`src/design/ring_packet_pkg.sv`:
```
package ring_packet_pkg;

    // ----------------------------------------
    // Packet layout
    // ----------------------------------------
    localparam int PACKET_WIDTH = 64;
    localparam int DIR_BIT = 62;
    localparam int HOP_LSB = 48;
    localparam int HOP_WIDTH = 8;

    typedef logic [PACKET_WIDTH-1:0] packet_t;
    typedef logic [HOP_WIDTH-1:0] hop_t;

    // Ring direction carried in the direction bit
    typedef enum logic {
        DIR_CW  = 1'b0,
        DIR_CCW = 1'b1
    } dir_e;

    // ----------------------------------------
    // Field access
    // ----------------------------------------
    function automatic hop_t get_hop(packet_t packet);
        return packet[HOP_LSB +: HOP_WIDTH];
    endfunction

    function automatic dir_e get_dir(packet_t packet);
        return dir_e'(packet[DIR_BIT]);
    endfunction

    // One hop consumed per transfer, all other bits kept
    function automatic packet_t shift_hop(packet_t packet);
        packet_t shifted;
        shifted = packet;
        shifted[HOP_LSB +: HOP_WIDTH] = get_hop(packet) >> 1;
        return shifted;
    endfunction

endpackage

```
`src/design/router_cfg_pkg.sv`:
```
package router_cfg_pkg;

    // ----------------------------------------
    // Ports of one ring node
    // ----------------------------------------
    typedef enum logic [1:0] {
        PORT_CW  = 2'd0,
        PORT_CCW = 2'd1,
        PORT_PE  = 2'd2
    } port_e;

    localparam int NUM_PORTS = 3;

    // ----------------------------------------
    // Virtual channels, numbered like polarity
    // ----------------------------------------
    typedef enum logic {
        VC_EVEN = 1'b0,
        VC_ODD  = 1'b1
    } vc_e;

    localparam int NUM_VCS = 2;

    // External ports work on the VC of the current polarity
    function automatic vc_e port_vc(logic polarity);
        return vc_e'(polarity);
    endfunction

    // The switch works on the other one
    function automatic vc_e switch_vc(logic polarity);
        return vc_e'(~polarity);
    endfunction

endpackage

```
`src/design/port_link_if.sv`:
```
interface port_link_if;

    // Head of the input buffer, transfer VC
    ring_packet_pkg::packet_t head_packet;
    logic head_valid;
    logic head_take;

    // Fill side of the output buffer, transfer VC
    ring_packet_pkg::packet_t fill_packet;
    logic fill_load;
    logic fill_room;

    modport ingress (
        output head_packet,
        output head_valid,
        input  head_take
    );

    modport egress (
        input  fill_packet,
        input  fill_load,
        output fill_room
    );

    modport switch (
        input  head_packet,
        input  head_valid,
        output head_take,
        output fill_packet,
        output fill_load,
        input  fill_room
    );

endinterface

```
`src/design/vc_buffer.sv`:
```
module vc_buffer #(
    parameter bit INGRESS = 1'b1
) (
    input  logic clk,
    input  logic reset,
    input  logic polarity,
    input  ring_packet_pkg::packet_t ext_packet_in,
    output ring_packet_pkg::packet_t ext_packet_out,
    input  logic ext_strobe,
    output logic ext_ready,
    port_link_if link
);
    import ring_packet_pkg::*;
    import router_cfg_pkg::*;

    packet_t slot [NUM_VCS];
    logic [NUM_VCS-1:0] full;

    vc_e ext_vc;
    vc_e int_vc;

    logic wr_en;
    vc_e wr_vc;
    packet_t wr_data;
    logic clr_en;
    vc_e clr_vc;

    assign ext_vc = port_vc(polarity);
    assign int_vc = switch_vc(polarity);

    // Slot of the external VC, the output data on an egress port
    assign ext_packet_out = slot[ext_vc];

    // ----------------------------------------
    // Side selection
    // ----------------------------------------
    generate
        if (INGRESS) begin : g_ingress
            // Holds ri low until the first edge after reset
            logic armed;

            always_ff @(posedge clk) begin
                if (reset) begin
                    armed <= 1'b0;
                end else begin
                    armed <= 1'b1;
                end
            end

            // Sender writes the external VC, switch drains the other
            assign ext_ready = armed && !full[ext_vc];
            assign wr_en = ext_strobe && ext_ready;
            assign wr_vc = ext_vc;
            assign wr_data = ext_packet_in;

            assign link.head_packet = slot[int_vc];
            assign link.head_valid = full[int_vc];
            assign clr_en = link.head_take;
            assign clr_vc = int_vc;
        end else begin : g_egress
            // Here ext_strobe is the receiver's ready and ext_ready is so
            assign link.fill_room = !full[int_vc];
            assign wr_en = link.fill_load;
            assign wr_vc = int_vc;
            assign wr_data = link.fill_packet;

            assign ext_ready = full[ext_vc];
            assign clr_en = ext_strobe && ext_ready;
            assign clr_vc = ext_vc;
        end
    endgenerate

    // ----------------------------------------
    // Storage
    // ----------------------------------------
    always_ff @(posedge clk) begin
        if (reset) begin
            full <= '0;
        end else begin
            // Write and clear always hit different VCs
            if (wr_en) begin
                full[wr_vc] <= 1'b1;
            end
            if (clr_en) begin
                full[clr_vc] <= 1'b0;
            end
        end
    end

    always_ff @(posedge clk) begin
        if (wr_en) begin
            slot[wr_vc] <= wr_data;
        end
    end

    a_no_overwrite: assert property (
        @(posedge clk) disable iff (reset) wr_en |-> !full[wr_vc]
    ) else $error("write into a full VC slot");

endmodule

```
`src/design/route_arbiter.sv`:
```
module route_arbiter (
    input  logic clk,
    input  logic reset,
    input  logic polarity,
    input  logic req_through,
    input  logic req_inject,
    output logic grant_through,
    output logic grant_inject
);
    import router_cfg_pkg::*;

    // One priority bit per VC, the phases never share state
    logic [NUM_VCS-1:0] favor_inject;
    vc_e vc;

    assign vc = switch_vc(polarity);

    // Lone requester always wins, a tie goes to the favored side
    assign grant_through = req_through && (!req_inject || !favor_inject[vc]);
    assign grant_inject = req_inject && (!req_through || favor_inject[vc]);

    // Last winner drops to low priority
    always_ff @(posedge clk) begin
        if (reset) begin
            favor_inject <= '0;
        end else if (grant_through || grant_inject) begin
            favor_inject[vc] <= grant_through;
        end
    end

    // ----------------------------------------
    // Checks
    // ----------------------------------------
    a_one_grant: assert property (
        @(posedge clk) disable iff (reset) !(grant_through && grant_inject)
    ) else $error("both requesters granted");

    // Same VC returns two cycles later and the loser of a tie goes first
    a_alternate: assert property (
        @(posedge clk) disable iff (reset)
        (req_through && req_inject && grant_through) ##2 (req_through && req_inject)
        |-> grant_inject
    ) else $error("tie not alternated within a VC");

endmodule

```
`src/design/route_switch.sv`:
```
module route_switch (
    input  logic clk,
    input  logic reset,
    input  logic polarity,
    port_link_if.switch cw_link,
    port_link_if.switch ccw_link,
    port_link_if.switch pe_link
);
    import ring_packet_pkg::*;
    import router_cfg_pkg::*;

    packet_t head [NUM_PORTS];
    logic [NUM_PORTS-1:0] head_valid;
    logic [NUM_PORTS-1:0] room;
    port_e target [NUM_PORTS];
    logic [NUM_PORTS-1:0] req;

    // Grants named by output, then by requester role
    logic cw_out_grant_through;
    logic cw_out_grant_inject;
    logic ccw_out_grant_through;
    logic ccw_out_grant_inject;
    logic pe_out_grant_through;
    logic pe_out_grant_inject;

    // ----------------------------------------
    // Link gather
    // ----------------------------------------
    assign head[PORT_CW] = cw_link.head_packet;
    assign head[PORT_CCW] = ccw_link.head_packet;
    assign head[PORT_PE] = pe_link.head_packet;

    assign head_valid[PORT_CW] = cw_link.head_valid;
    assign head_valid[PORT_CCW] = ccw_link.head_valid;
    assign head_valid[PORT_PE] = pe_link.head_valid;

    assign room[PORT_CW] = cw_link.fill_room;
    assign room[PORT_CCW] = ccw_link.fill_room;
    assign room[PORT_PE] = pe_link.fill_room;

    // ----------------------------------------
    // Route decode
    // ----------------------------------------
    always_comb begin
        // Ring packets keep going while hop LSB is set, else drop to pe
        target[PORT_CW] = head[PORT_CW][HOP_LSB] ? PORT_CW : PORT_PE;
        target[PORT_CCW] = head[PORT_CCW][HOP_LSB] ? PORT_CCW : PORT_PE;
        target[PORT_PE] = (get_dir(head[PORT_PE]) == DIR_CW) ? PORT_CW : PORT_CCW;

        // Request only when the target slot can take it
        for (int i = 0; i < NUM_PORTS; i++) begin
            req[i] = head_valid[i] && room[target[i]];
        end
    end

    // ----------------------------------------
    // Output arbiters
    // ----------------------------------------
    route_arbiter cw_arbiter (
        .clk           (clk),
        .reset         (reset),
        .polarity      (polarity),
        .req_through   (req[PORT_CW] && target[PORT_CW] == PORT_CW),
        .req_inject    (req[PORT_PE] && target[PORT_PE] == PORT_CW),
        .grant_through (cw_out_grant_through),
        .grant_inject  (cw_out_grant_inject)
    );

    route_arbiter ccw_arbiter (
        .clk           (clk),
        .reset         (reset),
        .polarity      (polarity),
        .req_through   (req[PORT_CCW] && target[PORT_CCW] == PORT_CCW),
        .req_inject    (req[PORT_PE] && target[PORT_PE] == PORT_CCW),
        .grant_through (ccw_out_grant_through),
        .grant_inject  (ccw_out_grant_inject)
    );

    // pe output: cw input on the through side, ccw input on the inject side
    route_arbiter pe_arbiter (
        .clk           (clk),
        .reset         (reset),
        .polarity      (polarity),
        .req_through   (req[PORT_CW] && target[PORT_CW] == PORT_PE),
        .req_inject    (req[PORT_CCW] && target[PORT_CCW] == PORT_PE),
        .grant_through (pe_out_grant_through),
        .grant_inject  (pe_out_grant_inject)
    );

    // ----------------------------------------
    // Transfer control
    // ----------------------------------------
    // Each input targets one output, so at most one grant per input
    assign cw_link.head_take = cw_out_grant_through || pe_out_grant_through;
    assign ccw_link.head_take = ccw_out_grant_through || pe_out_grant_inject;
    assign pe_link.head_take = cw_out_grant_inject || ccw_out_grant_inject;

    assign cw_link.fill_load = cw_out_grant_through || cw_out_grant_inject;
    assign ccw_link.fill_load = ccw_out_grant_through || ccw_out_grant_inject;
    assign pe_link.fill_load = pe_out_grant_through || pe_out_grant_inject;

    assign cw_link.fill_packet =
        shift_hop(cw_out_grant_inject ? head[PORT_PE] : head[PORT_CW]);
    assign ccw_link.fill_packet =
        shift_hop(ccw_out_grant_inject ? head[PORT_PE] : head[PORT_CCW]);
    assign pe_link.fill_packet =
        shift_hop(pe_out_grant_inject ? head[PORT_CCW] : head[PORT_CW]);

endmodule

```
`src/design/ring_router.sv`:
```
module ring_router (
    input  logic clk,
    input  logic reset,
    input  ring_packet_pkg::packet_t cwdi,
    input  logic cwsi,
    output logic cwri,
    input  ring_packet_pkg::packet_t ccwdi,
    input  logic ccwsi,
    output logic ccwri,
    input  ring_packet_pkg::packet_t pedi,
    input  logic pesi,
    output logic peri,
    output ring_packet_pkg::packet_t cwdo,
    output logic cwso,
    input  logic cwro,
    output ring_packet_pkg::packet_t ccwdo,
    output logic ccwso,
    input  logic ccwro,
    output ring_packet_pkg::packet_t pedo,
    output logic peso,
    input  logic pero,
    output logic polarity
);
    import router_cfg_pkg::*;

    port_link_if cw_link ();
    port_link_if ccw_link ();
    port_link_if pe_link ();

    // Even VC faces the ports in the first cycle after reset
    always_ff @(posedge clk) begin
        if (reset) begin
            polarity <= VC_EVEN;
        end else begin
            polarity <= ~polarity;
        end
    end

    // ----------------------------------------
    // Input buffers
    // ----------------------------------------
    vc_buffer #(.INGRESS(1'b1)) cw_in_buffer (
        .clk(clk), .reset(reset), .polarity(polarity),
        .ext_packet_in(cwdi), .ext_packet_out(),
        .ext_strobe(cwsi), .ext_ready(cwri),
        .link(cw_link.ingress)
    );

    vc_buffer #(.INGRESS(1'b1)) ccw_in_buffer (
        .clk(clk), .reset(reset), .polarity(polarity),
        .ext_packet_in(ccwdi), .ext_packet_out(),
        .ext_strobe(ccwsi), .ext_ready(ccwri),
        .link(ccw_link.ingress)
    );

    vc_buffer #(.INGRESS(1'b1)) pe_in_buffer (
        .clk(clk), .reset(reset), .polarity(polarity),
        .ext_packet_in(pedi), .ext_packet_out(),
        .ext_strobe(pesi), .ext_ready(peri),
        .link(pe_link.ingress)
    );

    // ----------------------------------------
    // Output buffers
    // ----------------------------------------
    // Receiver ready goes in on ext_strobe, so comes back on ext_ready
    vc_buffer #(.INGRESS(1'b0)) cw_out_buffer (
        .clk(clk), .reset(reset), .polarity(polarity),
        .ext_packet_in('0), .ext_packet_out(cwdo),
        .ext_strobe(cwro), .ext_ready(cwso),
        .link(cw_link.egress)
    );

    vc_buffer #(.INGRESS(1'b0)) ccw_out_buffer (
        .clk(clk), .reset(reset), .polarity(polarity),
        .ext_packet_in('0), .ext_packet_out(ccwdo),
        .ext_strobe(ccwro), .ext_ready(ccwso),
        .link(ccw_link.egress)
    );

    vc_buffer #(.INGRESS(1'b0)) pe_out_buffer (
        .clk(clk), .reset(reset), .polarity(polarity),
        .ext_packet_in('0), .ext_packet_out(pedo),
        .ext_strobe(pero), .ext_ready(peso),
        .link(pe_link.egress)
    );

    route_switch switch_inst (
        .clk      (clk),
        .reset    (reset),
        .polarity (polarity),
        .cw_link  (cw_link.switch),
        .ccw_link (ccw_link.switch),
        .pe_link  (pe_link.switch)
    );

    // Buffers and arbiters all rely on a strict even/odd cadence
    a_polarity_toggle: assert property (
        @(posedge clk) disable iff (reset) !$past(reset) |-> polarity != $past(polarity)
    ) else $error("polarity did not alternate");

endmodule

```
`config.mk`:
```
export PLATFORM = sky130hd
export DESIGN_NAME = ring_router
export DESIGN_NICKNAME = d
export VERILOG_FILES = /design/src/design/ring_packet_pkg.sv /design/src/design/router_cfg_pkg.sv /design/src/design/port_link_if.sv /design/src/design/vc_buffer.sv /design/src/design/route_arbiter.sv /design/src/design/route_switch.sv /design/src/design/ring_router.sv
export SDC_FILE = /design/constraint.sdc
export NUM_CORES = 1
export LEC_CHECK = 0
export BUFFER_PORTS_ARGS = -buffer_cell sky130_fd_sc_hd__buf_2
export CELL_PAD_IN_SITES_DETAIL_PLACEMENT = 1
export CELL_PAD_IN_SITES_GLOBAL_PLACEMENT = 2
export CORE_MARGIN = 2
export CORE_UTILIZATION = 30
export CTS_BUF_LIST = sky130_fd_sc_hd__clkbuf_8
export DETAILED_ROUTE_END_ITERATION = 10
export PLACE_DENSITY_LB_ADDON = 0.1
export SYNTH_ARGS = -nofsm -noshare
export SYNTH_HDL_FRONTEND = slang
export SYNTH_SLANG_ARGS = --single-unit
```
`constraint.sdc`:
```
create_clock -name clk -period 7.8 [get_ports clk]
set_clock_uncertainty 0.2 [all_clocks]
set_input_delay 1.56 -clock clk [delete_from_list [all_inputs] [get_ports clk]]
set_output_delay 1.56 -clock clk [all_outputs]
set_load 0.02 [all_outputs]
```
* Word level (Yosys, flattened, before mapping) *
Memories as Yosys holds them, arrays and structs flattened. A register that Yosys moved wholly into a read port is not among the register bits.
Cells that the tools add are included.

storage, ports and cells
  memories kept = 6
  word-level logic and storage cells = 181
  input port bits = 200
  output and inout port bits = 199
  register bits = 20
  RAM bits = 762

operators by class
  eq/ne operators = 4
  reductions and logical operators = 55
  $lt $le $gt $ge = 7
  bitwise operators = 15
  mux-type cells = 83

memory list
  name                 words  bits a word  read ports  clocked after memory_dff  write ports  line             text
  ccw_in_buffer.slot   2      64           1           0                         1            vc_buffer.sv:16  packet_t slot [NUM_VCS];
  cw_in_buffer.slot    2      64           1           0                         1            vc_buffer.sv:16
  pe_in_buffer.slot    2      64           1           0                         1            vc_buffer.sv:16
  ccw_out_buffer.slot  2      63           1           1                         1            vc_buffer.sv:16
  cw_out_buffer.slot   2      63           1           1                         1            vc_buffer.sv:16
  pe_out_buffer.slot   2      63           1           1                         1            vc_buffer.sv:16

operators with widths
  kind                                                                   number
  64-bit 2-to-1 mux                                                      3
  1-bit 2-to-1 mux                                                       52
  2-bit 2-to-1 mux                                                       20
  1-bit logical AND                                                      26
  1-bit logical NOT                                                      15
  2-bit bitwise AND                                                      6
  1-bit logical OR                                                       12
  2-bit bitwise OR                                                       6
  2-bit by 3-bit < comparator with 1-bit output, second input constant   3
  1-bit binary-select mux with 2-bit select                              3
  2-bit bitwise mux                                                      3
  2-bit by 1-bit equality test with 1-bit output, second input constant  2
  2-bit equality test, second input constant                             2
  2-bit logical NOT                                                      2
  1-bit by 2-bit < comparator with 1-bit output, second input constant   2
  2-bit NOT                                                              2
  1-bit demux with 1-bit select                                          2
  1-bit greater-or-equal comparator, second input constant               2
  1-bit NOT                                                              1

* Depth between registers and ports, before layout *
  depth after elaboration = 16
  gate-level depth with buffers = 7

* Hierarchy *
From an unflattened synthesis, not the netlist that was laid out.

unflattened totals
  cell total of the unflattened synthesis = 1765
  area total of the unflattened synthesis = 34688.3 µm²

by module, submodules not included
  module                           seq. area each (µm²)  cells an instance  instances  area an instance (µm²)
  vc_buffer at ccw_in_buffer ...   3903.7                288                3          5549.1
  vc_buffer at ccw_out_buffer ...  3883.7                212                3          5076.1
  route_switch                     0.0                   226                1          2454.9
  route_arbiter                    40.0                  12                 3          110.1
  ring_router                      20.0                  3                  1          27.5

* Worst setup path before layout *
OpenSTA, ideal clock, no wires.

  path type = register -> register
  from = register polarity
  to = memory cw_out_buffer.slot[0][0] (netlist name) (enable)
  arrival time = 4.560 ns
  setup time = 0.507 ns
  buffers on the path = 4
  cell stages (with the launch flop) = 7
  slack = 2.533 ns
  data required time = 7.093 ns
  cell sequence = dfxtp_1 -> buf_2 -> buf_4 -> inv_2 -> buf_2 -> clkbuf_1 -> a21oi_1

between the ends
  word-level cells in the longest chain between the ends = 13

RTL lines
  element                                                     line                                      text
  start: declaration                                          ring_router.sv:22                         output logic polarity
  start signal: assignment                                    ring_router.sv:35                         polarity <= ~polarity;
  1-bit NOT or 1-bit 2-to-1 mux (tied branches)               router_cfg_pkg.sv:31, vc_buffer.sv:62
  memory read 2 x 64 bit or 1-bit 2-to-1 mux (tied branches)  --
  1-bit 2-to-1 mux (tied with other cells)                    route_switch.sv:48                        target[PORT_PE] = (get_dir(head[PORT_PE]) == DIR_CW) ? PORT_CW : PORT_CCW;
  1-bit binary-select mux with 2-bit select                   route_switch.sv:52                        req[i] = head_valid[i] && room[target[i]];
  1-bit 2-to-1 mux (not written as such)                      route_switch.sv:52
  1-bit logical AND                                           route_switch.sv:52
  1-bit logical AND (on tied branches)                        route_switch.sv:64, route_switch.sv:63
  1-bit logical NOT (on tied branches)                        route_arbiter.sv:19, route_arbiter.sv:20
  1-bit logical OR (on tied branches)                         route_arbiter.sv:19, route_arbiter.sv:20
  1-bit logical AND (on tied branches)                        route_arbiter.sv:19, route_arbiter.sv:20
  1-bit logical OR                                            route_switch.sv:98                        assign cw_link.fill_load = cw_out_grant_through || cw_out_grant_inject;
  1-bit 2-to-1 mux                                            vc_buffer.sv:91                           if (wr_en) begin
  1-bit 2-to-1 mux (not written as such)                      vc_buffer.sv:92                           slot[wr_vc] <= wr_data;
  end: declaration                                            vc_buffer.sv:16

Parallel ways exist; a longest one is shown, timed or not. The select of a mux whose other input is x is not followed.

==> reports/qor.csv <==
metric,value,unit
status,finished clean,
grt_util_met1,0.2015,
synth-seq-cells,780,
grt_max_degree,141,
final_common_cell,edfxtp_1,
grt_busiest_layer,met2,
clk_pin_slew,0.06,ns
cts_made_buffers,147,
clkPwrFrac,0.402,
peakVddDrop,127.5,uV
drv_slew,0,
crit_type,reg -> out,
syn_inst,1357,
gp_congestion,0.7171,
cts_max_level,4,
post-route-util,0.3653,
drv_cap,0,
synth_edf_count,760,
yosysSeqAreaShare,0.7528,
yosys.area.top_type_share,0.7399,
viasPerCell,4.740,
grt_pass1_wl,131.4,mm
clockBufferDepth,3,
antenna_found_initial,39,
worstHoldStart,switch_inst.pe_arbiter.favor_inject[1]$_SDFFE_PP0P_,
slew_headroom,0.3247,
io_pins,399,
gr-usage-met2,0.3083,
min_path_type,reg -> reg,
cp_max_fo,140,
final_cell_mix,"edfxtp_1 (760), buf_2 (394), mux2_2 (191)",
worst_slack,2.645,ns
grt.total_usage,0.1774,
wl_per_cell,28.06,um
total_power,9268,uW
synthTopCellsByArea,"edfxtp_1 (74%), mux4_2 (13%), mux2_2 (7.0%)",
worst_setup_path_start_kind,flip-flop,
post-place-ws,3.343,ns
dieArea,105400,um2
min_period,5.155,ns
drt_first_iter_violations,939,
ys.flop_type,edfxtp_1,
portBuffers,394,
comb_power_share,0.078,
dp_hpwl,55.16,mm
startpoint,polarity$_SDFF_PP0_,
seqPwrFrac,0.520,
cts_sinks,780,
drive_gt1_frac,0.5035,
drt-total-wl,94.06,mm
endpoint_kind,output pin,
setup-tns-final,0,ns
coreArea,101900,um2
std_cell_rows,117,
tightest_slew,1.013,ns
die_height,324.7,um
post_cts_resized,0,
die_w,324.7,um
final_nets,2059,
vias,15890,
finalHoldViolations,0,
finalCritPeriodShare,0.6609,
cp.required,6.04,ns
fmax,194.0,MHz
regToRegStartpoint,polarity$_SDFF_PP0_,
grt_use_met3,0.06497,
final_antenna_net_count,0,
worstSkewPairLatency,0.81,ns
initial_core_util,0.3027,
synth_largest_area_cell,edfxtp_1,
p_int,7059,uW
power.density,249.0,nW/um2
synth_cell_types,54,
synth_area,30850,um2
hold_buffers,0,
cp.arrival,3.39,ns
area_growth,20.67,%
avgSynthCellArea,22.73,um2
setup_viol,0,
cts_tree,yes,
synth_warnings,0,
clock-root-buffer,clkbuf_8,
gr-total-overflow,0,
grt_pass1_vias,18073,
drc,0,
drt-pass1-iter-count,5,
power.switching,2209,uW
power.share.switching,0.2383,
leakage,0.01267,uW
synthArstFlopShare,0,
rsz0062_at_grt,false,
cts_setup_buffers,0,
registers in the layout, summed over array words and instances (netlist names):
signal,count
cw_in_buffer.full,2
cw_out_buffer.slot,126
pe_out_buffer.slot,126
cw_in_buffer.slot,128
pe_in_buffer.slot,126
ccw_out_buffer.slot,126
switch_inst.pe_arbiter.favor_inject,2
switch_inst.cw_arbiter.favor_inject,2
polarity,1
switch_inst.ccw_arbiter.favor_inject,2
ccw_out_buffer.full,2
pe_in_buffer.g_ingress.armed,1
pe_in_buffer.full,2
cw_out_buffer.full,2
ccw_in_buffer.full,2
ccw_in_buffer.slot,128
pe_out_buffer.full,2
Yosys cell counts, drive strengths merged (3+ instances only):
cell	instances
a22oi	3
mux2	191
and2	4
a21boi	5
inv	4
nor2	14
or3b	5
dfxtp	20
nand2b	3
a21oi	14
a211oi	6
o22ai	4
mux2i	8
nand3b	4
mux4	187
or3	3
and3	6
edfxtp	760
o21ai	3
nand2	10
a31oi	3
clkbuf	6
buf	65
final timing paths:
path | endpoint | slack (ns) | depth (start not counted)
worst min-delay path | switch_inst.pe_arbiter.favor_inject[1]$_SDFFE_PP0P_ | 0.29 | 2
worst max-delay path | ccwdo[21] | 2.65 | 4
worst max register to register | ccw_out_buffer.slot[1][1]$_DFFE_PP_ | 3.57 | 6
worst min register to register | switch_inst.pe_arbiter.favor_inject[1]$_SDFFE_PP0P_ | 0.29 | 2
final cells by class:
| type | instances | area (um2) |
|---|---|---|
| Tap cell | 1368 | 1712 |
| Fill cell | 10143 | 64670 |
| Inverter | 4 | 20.02 |
| Clock inverter | 108 | 586.8 |
| Multi-Input combinational cell | 504 | 7311 |
| Sequential cell | 780 | 23230 |
| Timing Repair Buffer | 422 | 2195 |
| Clock buffer | 156 | 2147 |
| Antenna cell | 10 | 25.02 |
per-layer routing:
metal	part of all wire	wire length (um)	vias to the layer above
li1	-	-	6806
met1	0.38	35930	8298
met2	0.51	48120	538
met3	0.079	7453	202
met4	0.024	2272	46
met5	0.0030	279	-
worst max-delay path, cell delays in order, from the launching register on:
cell	delay [ns]
dfxtp_4	0.53
buf_12	0.64
buf_4	0.70
mux2_2	0.41
buf_2	0.18
power groups by stage:
stage          registers (uW)  logic [uW]  clock network (uW)
2_1_floorplan            4890         444                   0
3_3_place_gp             4900         742                   0
3_5_place_dp             4900         751                   0
4_1_cts                  4820         753                3890
5_1_grt                  4830         780                4070
6_report                 4820         723                3730
kinds of logic after synthesis:
logic type	after synthesis	share of synthesized area
other cells	1	0.0001216
flops	780	0.7528
mux	386	0.2093
compound gates	50	0.01091
simple gates	65	0.01322
buf+inv	75	0.01355
stage by stage:
step | instance area, um2 | hold slack (ns) | instances
6_report | 37220 | 0.2883 | 3352
5_1_grt | 37210 | 0.3095 | 3347
4_1_cts | 37200 | 0.2878 | 3342
3_5_place_dp | 34460 | 0.2788 | 3078
3_3_place_gp | 34460 | 0.2758 | 3078
2_1_floorplan | 30850 | 0.2453 | 1359
No activity file was read; power rests on OpenSTA's default activity.
